===== config.mk =====
export PLATFORM = sky130hd
export DESIGN_NAME = axi4s_pipe_top
export DESIGN_NICKNAME = d
export VERILOG_FILES = /design/src/hw/axi4s_pkg.sv /design/src/hw/bus_intf.sv /design/src/hw/axi4s_intf.sv /design/src/hw/axi4s_pipe_top.sv /design/src/hw/axi4s_pipe_auto.sv /design/src/hw/bus_pipe_auto.sv /design/src/hw/bus_rdy_pipe.sv /design/src/hw/bus_reg_slice.sv
export SDC_FILE = /design/constraint.sdc
export NUM_CORES = 1
export LEC_CHECK = 0
export BUFFER_PORTS_ARGS = -buffer_cell sky130_fd_sc_hd__buf_2
export CAP_MARGIN = 10
export CORE_MARGIN = 2
export CORE_UTILIZATION = 35
export CTS_BUF_LIST = sky130_fd_sc_hd__clkbuf_8
export DETAILED_ROUTE_END_ITERATION = 10
export PLACE_DENSITY_LB_ADDON = 0.25
export SLEW_MARGIN = 20
export SYNTH_ARGS = -nofsm -noshare
export SYNTH_HDL_FRONTEND = slang
export SYNTH_SLANG_ARGS = --single-unit

===== constraint.sdc =====
create_clock -name aclk -period 10.6 [get_ports aclk]
set_input_delay 1.59 -clock aclk [delete_from_list [all_inputs] [get_ports aclk]]
set_output_delay 1.59 -clock aclk [all_outputs]
set_load 0.01 [all_outputs]

===== src/hw/axi4s_pkg.sv =====
/*
 * AXI4-S pipeline package
 * Stream field widths, packed payload layout and default stage counts
 */
`default_nettype none

package axi4s_pkg;

    // Stream field widths
    localparam int DATA_BYTE_WID = 4;
    localparam int TID_WID       = 2;
    localparam int TDEST_WID     = 2;
    localparam int TUSER_WID     = 4;
    localparam int TDATA_WID     = DATA_BYTE_WID * 8;
    localparam int TKEEP_WID     = DATA_BYTE_WID;

    // Low bit of each field in the payload word, LSB upward
    localparam int TDATA_LSB = 0;
    localparam int TKEEP_LSB = TDATA_LSB + TDATA_WID;
    localparam int TLAST_LSB = TKEEP_LSB + TKEEP_WID;
    localparam int TID_LSB   = TLAST_LSB + 1;
    localparam int TDEST_LSB = TID_LSB + TID_WID;
    localparam int TUSER_LSB = TDEST_LSB + TDEST_WID;

    localparam int PAYLOAD_WID = TUSER_LSB + TUSER_WID;

    // Default pipeline depth in each direction
    localparam int FWD_STAGES = 2;
    localparam int REV_STAGES = 2;

    typedef logic [TDATA_WID-1:0]   tdata_t;
    typedef logic [TKEEP_WID-1:0]   tkeep_t;
    typedef logic [TID_WID-1:0]     tid_t;
    typedef logic [TDEST_WID-1:0]   tdest_t;
    typedef logic [TUSER_WID-1:0]   tuser_t;
    typedef logic [PAYLOAD_WID-1:0] payload_t;

endpackage : axi4s_pkg

`default_nettype wire

===== src/hw/bus_intf.sv =====
/*
 * Generic valid/ready bus
 * Carries one opaque packed payload word per beat
 */
`timescale 1ns/1ps
`default_nettype none

interface bus_intf (
    input logic clk
);
    import axi4s_pkg::*;

    logic     valid;
    logic     ready;
    payload_t data;

    modport tx (input clk, output valid, output data, input ready);

    modport rx (input clk, input valid, input data, output ready);

endinterface : bus_intf

`default_nettype wire


===== src/hw/axi4s_intf.sv =====
/*
 * AXI4-S interface
 * Clock, handshake and all stream fields with sender/receiver views
 */
`timescale 1ns/1ps
`default_nettype none

interface axi4s_intf (
    input logic aclk
);
    import axi4s_pkg::*;

    logic   tvalid;
    logic   tready;
    tdata_t tdata;
    tkeep_t tkeep;
    logic   tlast;
    tid_t   tid;
    tdest_t tdest;
    tuser_t tuser;

    // Sender side
    modport tx (
        input  aclk,
        output tvalid, tdata, tkeep, tlast, tid, tdest, tuser,
        input  tready
    );

    // Receiver side
    modport rx (
        input  aclk,
        input  tvalid, tdata, tkeep, tlast, tid, tdest, tuser,
        output tready
    );

endinterface : axi4s_intf

`default_nettype wire


===== src/hw/axi4s_pipe_top.sv =====
/*
 * AXI4-S pipeline top level
 * Plain stream ports on both sides of the pipeline stage
 */
`timescale 1ns/1ps
`default_nettype none

module axi4s_pipe_top (
    input  logic              aclk,
    input  logic              rst_n,
    input  logic              in_tvalid,
    output logic              in_tready,
    input  axi4s_pkg::tdata_t in_tdata,
    input  axi4s_pkg::tkeep_t in_tkeep,
    input  logic              in_tlast,
    input  axi4s_pkg::tid_t   in_tid,
    input  axi4s_pkg::tdest_t in_tdest,
    input  axi4s_pkg::tuser_t in_tuser,
    output logic              out_tvalid,
    input  logic              out_tready,
    output axi4s_pkg::tdata_t out_tdata,
    output axi4s_pkg::tkeep_t out_tkeep,
    output logic              out_tlast,
    output axi4s_pkg::tid_t   out_tid,
    output axi4s_pkg::tdest_t out_tdest,
    output axi4s_pkg::tuser_t out_tuser
);

    axi4s_intf from_tx (.aclk(aclk));
    axi4s_intf to_rx   (.aclk(aclk));

    // Input side
    assign from_tx.tvalid = in_tvalid;
    assign from_tx.tdata  = in_tdata;
    assign from_tx.tkeep  = in_tkeep;
    assign from_tx.tlast  = in_tlast;
    assign from_tx.tid    = in_tid;
    assign from_tx.tdest  = in_tdest;
    assign from_tx.tuser  = in_tuser;
    assign in_tready      = from_tx.tready;

    axi4s_pipe_auto u_pipe (
        .rst_n   (rst_n),
        .from_tx (from_tx),
        .to_rx   (to_rx)
    );

    // Output side
    assign out_tvalid   = to_rx.tvalid;
    assign out_tdata    = to_rx.tdata;
    assign out_tkeep    = to_rx.tkeep;
    assign out_tlast    = to_rx.tlast;
    assign out_tid      = to_rx.tid;
    assign out_tdest    = to_rx.tdest;
    assign out_tuser    = to_rx.tuser;
    assign to_rx.tready = out_tready;

endmodule : axi4s_pipe_top

`default_nettype wire


===== src/hw/axi4s_pipe_auto.sv =====
/*
 * AXI4-S pipeline stage
 * Packs the stream fields into one payload word, pipes it and unpacks it
 */
`timescale 1ns/1ps
`default_nettype none

module axi4s_pipe_auto (
    input logic   rst_n,
    axi4s_intf.rx from_tx,
    axi4s_intf.tx to_rx
);
    import axi4s_pkg::*;

    logic     clk;
    payload_t in_payload;
    payload_t out_payload;

    assign clk = from_tx.aclk;

    bus_intf bus_in  (.clk(clk));
    bus_intf bus_out (.clk(clk));

    // Pack in package field order
    always_comb begin
        in_payload = '0;
        in_payload[TDATA_LSB +: TDATA_WID] = from_tx.tdata;
        in_payload[TKEEP_LSB +: TKEEP_WID] = from_tx.tkeep;
        in_payload[TLAST_LSB]              = from_tx.tlast;
        in_payload[TID_LSB   +: TID_WID]   = from_tx.tid;
        in_payload[TDEST_LSB +: TDEST_WID] = from_tx.tdest;
        in_payload[TUSER_LSB +: TUSER_WID] = from_tx.tuser;
    end

    assign bus_in.valid   = from_tx.tvalid;
    assign bus_in.data    = in_payload;
    assign from_tx.tready = bus_in.ready;

    bus_pipe_auto u_bus_pipe (
        .clk     (clk),
        .rst_n   (rst_n),
        .from_tx (bus_in),
        .to_rx   (bus_out)
    );

    assign out_payload   = bus_out.data;
    assign bus_out.ready = to_rx.tready;
    assign to_rx.tvalid  = bus_out.valid;

    // Unpack
    assign to_rx.tdata = out_payload[TDATA_LSB +: TDATA_WID];
    assign to_rx.tkeep = out_payload[TKEEP_LSB +: TKEEP_WID];
    assign to_rx.tlast = out_payload[TLAST_LSB];
    assign to_rx.tid   = out_payload[TID_LSB   +: TID_WID];
    assign to_rx.tdest = out_payload[TDEST_LSB +: TDEST_WID];
    assign to_rx.tuser = out_payload[TUSER_LSB +: TUSER_WID];

endmodule : axi4s_pipe_auto

`default_nettype wire


===== src/hw/bus_pipe_auto.sv =====
/*
 * Bus pipeline
 * Chain of forward register slices followed by the reverse-ready stage
 */
`timescale 1ns/1ps
`default_nettype none

module bus_pipe_auto #(
    parameter int FWD_STAGES = axi4s_pkg::FWD_STAGES,
    parameter int REV_STAGES = axi4s_pkg::REV_STAGES
) (
    input logic clk,
    input logic rst_n,
    bus_intf.rx from_tx,
    bus_intf.tx to_rx
);

    // Link 0 is the pipe input, link FWD_STAGES feeds the ready stage
    bus_intf link_if [FWD_STAGES+1] (.clk(clk));

    assign link_if[0].valid = from_tx.valid;
    assign link_if[0].data  = from_tx.data;
    assign from_tx.ready    = link_if[0].ready;

    for (genvar i = 0; i < FWD_STAGES; i++) begin : g_fwd
        bus_reg_slice u_slice (
            .clk     (clk),
            .rst_n   (rst_n),
            .from_tx (link_if[i]),
            .to_rx   (link_if[i+1])
        );
    end

    bus_rdy_pipe #(
        .REV_STAGES (REV_STAGES)
    ) u_rdy_pipe (
        .clk     (clk),
        .rst_n   (rst_n),
        .from_tx (link_if[FWD_STAGES]),
        .to_rx   (to_rx)
    );

endmodule : bus_pipe_auto

`default_nettype wire


===== src/hw/bus_rdy_pipe.sv =====
/*
 * Reverse-path pipeline stage
 * Delays ready through a shift register and absorbs in-flight beats
 * in a small FIFO with a registered output
 */
`timescale 1ns/1ps
`default_nettype none

module bus_rdy_pipe #(
    parameter int REV_STAGES = axi4s_pkg::REV_STAGES
) (
    input logic clk,
    input logic rst_n,
    bus_intf.rx from_tx,
    bus_intf.tx to_rx
);
    import axi4s_pkg::*;

    // Room for every beat still in flight after raw ready drops
    localparam int DEPTH = 2 * REV_STAGES + 2;
    localparam int PTR_W = $clog2(DEPTH);
    localparam int CNT_W = $clog2(DEPTH + 1);

    payload_t mem [DEPTH];

    logic [PTR_W-1:0]      wr_ptr;
    logic [PTR_W-1:0]      rd_ptr;
    logic [CNT_W-1:0]      count;
    logic [CNT_W-1:0]      free_cnt;
    logic [REV_STAGES-1:0] rdy_sr;
    logic                  raw_ready;

    logic     out_valid;
    payload_t out_data;

    logic push;
    logic out_ld;
    logic mem_rd;
    logic mem_wr;
    logic bypass;

    function automatic logic [PTR_W-1:0] ptr_inc(input logic [PTR_W-1:0] ptr);
        logic [PTR_W-1:0] nxt;
        nxt = (ptr == PTR_W'(DEPTH - 1)) ? '0 : ptr + 1'b1;
        return nxt;
    endfunction

    assign free_cnt  = CNT_W'(DEPTH) - count;
    assign raw_ready = free_cnt > CNT_W'(REV_STAGES + 1);

    assign from_tx.ready = rdy_sr[REV_STAGES-1];
    assign push          = from_tx.valid && from_tx.ready;

    // Output register takes the FIFO head, or the input when the FIFO is empty
    assign out_ld = !out_valid || to_rx.ready;
    assign mem_rd = out_ld && (count != '0);
    assign bypass = out_ld && (count == '0) && push;
    assign mem_wr = push && !bypass;

    always_ff @(posedge clk or negedge rst_n) begin
        if (!rst_n) begin
            rdy_sr    <= '0;
            wr_ptr    <= '0;
            rd_ptr    <= '0;
            count     <= '0;
            out_valid <= 1'b0;
        end else begin
            rdy_sr[0] <= raw_ready;
            for (int i = 1; i < REV_STAGES; i++) begin
                rdy_sr[i] <= rdy_sr[i-1];
            end
            if (mem_wr) begin
                wr_ptr <= ptr_inc(wr_ptr);
            end
            if (mem_rd) begin
                rd_ptr <= ptr_inc(rd_ptr);
            end
            count <= count + CNT_W'(mem_wr) - CNT_W'(mem_rd);
            if (out_ld) begin
                out_valid <= mem_rd || push;
            end
        end
    end

    always_ff @(posedge clk) begin
        if (mem_wr) begin
            mem[wr_ptr] <= from_tx.data;
        end
        if (mem_rd) begin
            out_data <= mem[rd_ptr];
        end else if (bypass) begin
            out_data <= from_tx.data;
        end
    end

    assign to_rx.valid = out_valid;
    assign to_rx.data  = out_data;

endmodule : bus_rdy_pipe

`default_nettype wire


===== src/hw/bus_reg_slice.sv =====
/*
 * Two-entry register slice
 * Registers valid, data and ready so that no path crosses the slice
 */
`timescale 1ns/1ps
`default_nettype none

module bus_reg_slice (
    input logic clk,
    input logic rst_n,
    bus_intf.rx from_tx,
    bus_intf.tx to_rx
);
    import axi4s_pkg::*;

    logic     main_valid;
    logic     skid_valid;
    logic     ready_q;
    payload_t main_data;
    payload_t skid_data;

    logic push;
    logic main_ld;
    logic main_valid_nxt;
    logic skid_valid_nxt;

    // Ready is high only while the skid entry is free
    assign push    = from_tx.valid && ready_q;
    assign main_ld = !main_valid || to_rx.ready;

    always_comb begin
        main_valid_nxt = main_valid;
        skid_valid_nxt = skid_valid;
        if (main_ld) begin
            // Main entry refills from skid first to keep order
            main_valid_nxt = skid_valid || push;
            skid_valid_nxt = 1'b0;
        end else if (push) begin
            skid_valid_nxt = 1'b1;
        end
    end

    always_ff @(posedge clk or negedge rst_n) begin
        if (!rst_n) begin
            main_valid <= 1'b0;
            skid_valid <= 1'b0;
            ready_q    <= 1'b0;
        end else begin
            main_valid <= main_valid_nxt;
            skid_valid <= skid_valid_nxt;
            ready_q    <= !skid_valid_nxt;
        end
    end

    always_ff @(posedge clk) begin
        if (main_ld) begin
            if (skid_valid) begin
                main_data <= skid_data;
            end else if (push) begin
                main_data <= from_tx.data;
            end
        end else if (push) begin
            skid_data <= from_tx.data;
        end
    end

    assign from_tx.ready = ready_q;
    assign to_rx.valid   = main_valid;
    assign to_rx.data    = main_data;

endmodule : bus_reg_slice

`default_nettype wire


==> flow_metrics.py, run 1 <==
metrics = {
    "clock_tree": {
        "cts_tree": "built",
        "cts.root.buffer_cell": "clkbuf_8",
        "numCtsBuffers": 89,
        "clk_pin_slew_worst_paths_ns": 0.06,
        "clk_path_buf_depth": 3,
        "ctsResizeCount": 0,
        "clk_latency_ns": 0.63,
        "htreeDepth": 3,
        "ctsHoldBuffers": 0,
        "cts_sinks": 513,
        "cts_setup_buffers": 0,
    },
    "timing": {
        "hold_violations": 0,
        "rsz0062_at_grt": "false",
        "fmax_mhz": 307.0,
        "period_minus_slack_ns": 3.257,
        "skew_ns": 0.02295,
        "fin_crit_sh_pct": 30.73,
        "slew_viol_final": 0,
        "worstMarginPinSlew_ns": 1.035,
        "max-slew-margin-rel_pct": 30.98,
        "setup_violations": 0,
        "final.setup.tns_ns": 0,
    },
    "place": {
        "gp_routability_congestion": 0.7048,
        "dp_hpwl_mm": 19.97,
        "placedCellCount": 1789,
        "portBuffers": 95,
    },
    "cells_and_area": {
        "areaGrowthSynthToFinish_pct": 15.39,
        "multi_input_area_um2": 3913,
        "instances_no_fill": 1948,
        "final.fill_count": 4979,
        "final_common_cell": "edfxtp_1",
        "nNetsFinal": 1187,
        "register_area_um2": 15330,
        "n_antenna_cell": 0,
        "drive_above_1_share_pct": 35.17,
        "mostFrequentLayoutCells": "495 x edfxtp_1, 191 x mux2_2, 96 x clkbuf_8",
    },
    "logic_synthesis": {
        "syn_inst": 986,
        "yosysSeqAreaShare_pct": 78.86,
        "syn_area_per_cell_um2": 19.70,
        "syn-num-nets": 1041,
        "syn_area_um2": 19420,
        "synth_cell_types": 28,
        "yosysWarnings": 0,
        "ys_ff_latch": 513,
    },
    "run_status": {
        "status": "finished, final reports clean",
    },
    "power": {
        "power_w": 0.006617,
        "cellLeakagePower_nw": 7.520,
        "p_per_area_nw_per_um2": 295.3,
        "peakVddDrop_mv": 0.1581,
    },
    "routing": {
        "drtIter0Drc": 831,
        "firstDrtPassIters": 5,
        "via_per_inst": 4.826,
        "route.detailed.wl_per_inst_um": 20.35,
        "wl_mm": 39.64,
        "vias": 9402,
        "final_antenna_net_count": 0,
        "drc": 0,
    },
    "setup_path": {
        "start_kind": "register",
        "critPathKind": "register to register",
        "end_kind": "register",
        "arrival_ns": 3.56,
        "required_ns": 10.91,
        "reg2reg_slack_ns": 7.34,
        "cp_max_fo": 74,
    },
    "global_routing": {
        "use_met2_pct": 22.72,
        "antenna_found_initial": 0,
        "grt_start_max_net_pins": 75,
        "grt_pass1_vias": 10120,
        "grtUsageMet3_pct": 3.296,
        "gr-total-overflow": 0,
        "grt_pass1_wl_mm": 60.46,
        "busiest_layer": "met2",
        "grt_usage_pct": 13.99,
        "use_met1_pct": 18.34,
    },
    "die": {
        "design.die.area_um2": 57390,
        "io_pins": 96,
        "start_util_pct": 35.32,
        "die_x_um": 239.6,
        "num_rows": 86,
        "coreArea_um2": 54990,
        "dieHeight_um": 239.6,
    },
    "job": {
        "cap_violations": 0,
    },
    "worst_hold_path": {
        "hp-class": "register to register",
    },
}
==> per-stage QoR <==
step	hold WS [ns]	setup WS, ns	area (um2)	utilization, %
finish	0.3524	7.343	22410	40.76
global route	0.3583	7.182	22410	40.76
CTS	0.3521	7.307	22410	40.76
detailed placement	0.3471	6.757	20790	37.81
global placement	0.3353	6.776	20790	37.81
floorplan	0.3312	3.291	19420	-
==> worst max-delay path, stage by stage, from the launching register on <==
cell	delay, ns
dfrtp_4	1.01
buf_4	0.93
mux2_2	0.41
a222oi_1	0.34
a21oi_1	0.20
==> registers in the layout, indices dropped and copies added (netlist names), 3 cells and up <==
register / flops
u_pipe.u_bus_pipe.g_fwd.u_slice.skid_data: 90
u_pipe.u_bus_pipe.u_rdy_pipe.to_rx.data: 45
u_pipe.u_bus_pipe.u_rdy_pipe.wr_ptr: 3
u_pipe.u_bus_pipe.g_fwd.u_slice.to_rx.data: 90
u_pipe.u_bus_pipe.u_rdy_pipe.rd_ptr: 3
u_pipe.u_bus_pipe.u_rdy_pipe.mem: 270
u_pipe.u_bus_pipe.u_rdy_pipe.count: 3
==> path summary, 6_finish.rpt <==
kind | endpoint | cells after the start | startpoint
hold / removal | u_pipe.u_bus_pipe.u_rdy_pipe.rdy_sr[1]$_DFF_PN0_ | 0 | u_pipe.u_bus_pipe.u_rdy_pipe.rdy_sr[0]$_DFF_PN0_
setup reg to reg | u_pipe.u_bus_pipe.u_rdy_pipe.to_rx.data[44]$_DFFE_PP_ | 4 | u_pipe.u_bus_pipe.u_rdy_pipe.rd_ptr[0]$_DFFE_PN0P_
hold reg to reg | u_pipe.u_bus_pipe.u_rdy_pipe.rdy_sr[1]$_DFF_PN0_ | 0 | u_pipe.u_bus_pipe.u_rdy_pipe.rdy_sr[0]$_DFF_PN0_
max in group asynchronous | u_pipe.u_bus_pipe.u_rdy_pipe.rd_ptr[0]$_DFFE_PN0P_ | 1 | rst_n
min in group asynchronous | u_pipe.u_bus_pipe.g_fwd[1].u_slice.skid_valid$_DFF_PN0_ | 1 | rst_n
setup / recovery | u_pipe.u_bus_pipe.u_rdy_pipe.to_rx.data[44]$_DFFE_PP_ | 4 | u_pipe.u_bus_pipe.u_rdy_pipe.rd_ptr[0]$_DFFE_PN0P_
==> Yosys cell counts <==
library cell | number | area (um2)
edfxtp_1 | 495 | 14860
mux2_2 | 191 | 2151
a21oi_1 | 94 | 470.5
a222oi_1 | 45 | 450.4
mux2_1 | 38 | 427.9
clkbuf_1 | 24 | 90.09
buf_2 | 22 | 110.1
dfrtp_1 | 18 | 450.4
inv_1 | 9 | 33.78
nand2b_1 | 7 | 43.79
nor2_1 | 6 | 22.52
nor2b_1 | 6 | 37.54
buf_6 | 5 | 56.30
ha_1 | 5 | 62.56
buf_1 | 3 | 11.26
xnor2_1 | 3 | 26.28
and3_1 | 2 | 12.51
nand2_1 | 2 | 7.510
nor3_1 | 2 | 10.01
a211o_1 | 1 | 8.760
a31o_2 | 1 | 8.760
fa_1 | 1 | 20.02
nand3_1 | 1 | 5.000
nor4_1 | 1 | 6.260
nor4b_1 | 1 | 8.760
o2111ai_1 | 1 | 8.760
o211ai_1 | 1 | 7.510
xor2_1 | 1 | 8.760
==> metal layers <==
metal  up-vias  share of wire [%]
met1      4786                 44
met4         0                2.5
met3        69                4.9
met2       251                 48
met5         -                  0
li1       4296                  -
==> cell type report <==
type / instances / share of cell area (%)
flip-flops and latches: 513 / 68.39
multi-input cells: 410 / 17.46
clock buffers: 96 / 5.896
well taps: 748 / 4.176
repair buffers: 109 / 2.591
clock inverters: 63 / 1.334
inverters: 9 / 0.1507
==> logic make-up (layout without fill, tap and decap cells) <==
kind of cell,Yosys count,after routing,synth area share [%]
DFF,513,513,78.86
muxes,229,229,13.28
AOI/OAI and AO/OA,143,143,4.916
buffers and inverters,63,277,1.553
and+or+nand+nor,28,28,0.7924
adders and majority gates,6,6,0.4252
xor gates and xnor gates,4,4,0.1804
==> power by group <==
part | internal, W | total [W] | switching, W
clock network | 0.000874 | 0.00164 | 0.000762
registers | 0.00307 | 0.00347 | 0.000402
logic | 0.000619 | 0.00151 | 0.000890
Power figures use the tool's default switching activity.
==> run 2, diff against run 1 <==
==> constraint.sdc (replaced) <==
create_clock -name aclk -period 3.15 [get_ports aclk]
set_input_delay 0.4725 -clock aclk [delete_from_list [all_inputs] [get_ports aclk]]
set_output_delay 0.4725 -clock aclk [all_outputs]
set_load 0.01 [all_outputs]
==> run 2 against run 1 <==
Against the previous run:
- core utilization grew 0.92 points
- clock power grew to 3.1 times the previous value
- cell count grew 2.6%
- count of clock-buffer cells in the layout shrank 11
- highest routed layer is now met5
- largest cell class unchanged
- combinational power grew to 3.7 times the previous value
- sequential share of layout area shrank 1.5 points
==> flow_metrics.py, run 2 (synthesis gave the netlist of run 1 again) <==
metrics = {
    "setup_path": {
        "start_kind": "register",
        "required_ns": 3.44,
        "path_buf_inv": 3,
        "cp_top_family": "buffers and inverters",
        "crit_path_max_incr_delay_ns": 0.61,
        "reg2reg_slack_ns": 0.73,
        "crit-reg2reg-launch": "u_pipe.u_bus_pipe.u_rdy_pipe.count[1]$_DFF_PN0_",
        "critPathKind": "register to register",
        "reg2reg_to": "u_pipe.u_bus_pipe.u_rdy_pipe.to_rx.data[30]$_DFFE_PP_",
        "cp_max_fo": 47,
        "rr_worst_depth": 6,
        "arrival_ns": 2.71,
        "end_kind": "register",
        "crit_slowest_cell": "buf_4",
        "cp_cell_sequence": "inv_1 > ha_1 > a21oi_4 > buf_4 > a31o_2 > buf_12",
    },
    "timing": {
        "skew_ns": 0.02121,
        "final.setup.tns_ns": 0,
        "hold_violations": 0,
        "rsz0062_at_grt": "false",
        "period_minus_slack_ns": 2.422,
        "worstMarginPinSlew_ns": 0.8758,
        "fmax_mhz": 412.9,
        "slew_viol_final": 0,
        "setup_violations": 0,
        "max-slew-margin-rel_pct": 41.55,
        "fin_crit_sh_pct": 76.88,
    },
    "worst_hold_path": {
        "whs_endpoint": "u_pipe.u_bus_pipe.g_fwd[0].u_slice.skid_data[14]$_DFFE_PP_",
        "hp-start": "in_tdata[14]",
        "hp-class": "input port to register",
        "holdPathStages": 1,
    },
    "routing": {
        "route.detailed.wl_per_inst_um": 20.50,
        "drc": 0,
        "wl_mm": 40.97,
        "final_antenna_net_count": 0,
        "vias": 9803,
        "via_per_inst": 4.906,
        "drtIter0Drc": 769,
        "firstDrtPassIters": 8,
    },
    "cells_and_area": {
        "largest_reg_flops": 270,
        "nNetsFinal": 1241,
        "drive_above_1_share_pct": 34.83,
        "mostFrequentLayoutCells": "495 x edfxtp_1, 191 x mux2_2, 95 x buf_2",
        "areaGrowthSynthToFinish_pct": 18.01,
        "instances_no_fill": 1998,
        "top_register": "u_pipe.u_bus_pipe.u_rdy_pipe.mem",
        "final_common_cell": "edfxtp_1",
        "fin_util_pct": 41.68,
        "final.fill_count": 4934,
    },
    "place": {
        "gp_routability_congestion": 0.7200,
        "dp_hpwl_mm": 22.59,
        "placedCellCount": 1808,
        "portBuffers": 95,
    },
    "clock_tree": {
        "cts_setup_buffers": 0,
        "numCtsBuffers": 82,
        "clk_path_buf_depth": 3,
        "clk_pin_slew_worst_paths_ns": 0.06,
        "cts.root.buffer_cell": "clkbuf_8",
        "cts_sinks": 513,
        "clk_latency_ns": 0.64,
        "htreeDepth": 3,
        "ctsResizeCount": 0,
        "cts_tree": "built",
    },
    "die": {
        "die_x_um": 239.6,
        "coreArea_um2": 54990,
        "design.die.area_um2": 57390,
        "io_pins": 96,
        "dieHeight_um": 239.6,
        "start_util_pct": 35.32,
        "num_rows": 86,
    },
    "power": {
        "cellLeakagePower_nw": 7.706,
        "p_per_area_nw_per_um2": 970.0,
        "power_w": 0.02223,
        "peakVddDrop_mv": 0.3993,
    },
    "global_routing": {
        "grt_usage_pct": 14.65,
        "grt_start_max_net_pins": 48,
        "antenna_found_initial": 4,
        "gr-total-overflow": 0,
        "grt_pass1_vias": 10470,
        "grt_pass1_wl_mm": 62.94,
    },
    "run_status": {
        "status": "finished, final reports clean",
    },
    "job": {
        "cap_violations": 0,
    },
}
[run 2: metrics by stage]
step	hold slack, ns	area, um2	setup slack, ns
after global routing	0.02168	22920	0.5626
after global placement	0.3324	21050	0.6133
after floorplan	0.1769	19470	-0.1491
after detailed placement	0.3347	21050	0.5770
after CTS	0.003118	22920	0.6925
final	0.05095	22920	0.7282
[run 2: final cells by class]
class / instances / area, um2 / share of cell area, %
Multi-Input combinational cell: 410 / 3921 / 17.11
Timing Repair Buffer: 170 / 1256 / 5.481
Clock inverter: 62 / 276.5 / 1.207
Clock buffer: 85 / 1170 / 5.105
Inverter: 9 / 33.78 / 0.1474
Antenna cell: 1 / 2.502 / 0.01092
Tap cell: 748 / 935.9 / 4.084
Sequential cell: 513 / 15320 / 66.86
[run 2: worst max-delay path by stage]
| stage | from | end | slack (ns) | depth (start not counted) |
|---|---|---|---|---|
| after floorplan | u_pipe.u_bus_pipe.u_rdy_pipe.count[1]$_DFF_PN0_ | u_pipe.u_bus_pipe.u_rdy_pipe.mem[4][0]$_DFFE_PP_ | -0.15 | 5 |
| after global placement | out_tready | u_pipe.u_bus_pipe.u_rdy_pipe.mem[1][13]$_DFFE_PP_ | 0.61 | 5 |
| after detailed placement | out_tready | u_pipe.u_bus_pipe.u_rdy_pipe.mem[1][11]$_DFFE_PP_ | 0.58 | 5 |
| after CTS | u_pipe.u_bus_pipe.u_rdy_pipe.count[1]$_DFF_PN0_ | u_pipe.u_bus_pipe.u_rdy_pipe.to_rx.data[10]$_DFFE_PP_ | 0.69 | 6 |
| after global routing | u_pipe.u_bus_pipe.u_rdy_pipe.count[1]$_DFF_PN0_ | u_pipe.u_bus_pipe.u_rdy_pipe.mem[1][10]$_DFFE_PP_ | 0.56 | 6 |
| final | u_pipe.u_bus_pipe.u_rdy_pipe.count[1]$_DFF_PN0_ | u_pipe.u_bus_pipe.u_rdy_pipe.to_rx.data[30]$_DFFE_PP_ | 0.73 | 6 |
[run 2: timing repair]
action / in CTS / in global routing
setup endpoints to repair: 0 / 0
endpoints found under the hold margin: 59 / 0
hold buffers: 42 / 0
[run 2: per-layer routing]
layer | part of all wire, % | GRT usage, % | up-vias
li1 | - | - | 4413
met1 | 44 | 19.24 | 5048
met2 | 48 | 23.43 | 262
met3 | 5.5 | 3.308 | 76
met4 | 2.6 | 6.174 | 4
met5 | 0.056 | 0 | -
[run 2: power breakdown]
group / switching [W] / internal (W)
combinational: 0.00328 / 0.00234
clock: 0.00252 / 0.00257
sequential: 0.00121 / 0.0103
total: 0.00701 / 0.0152
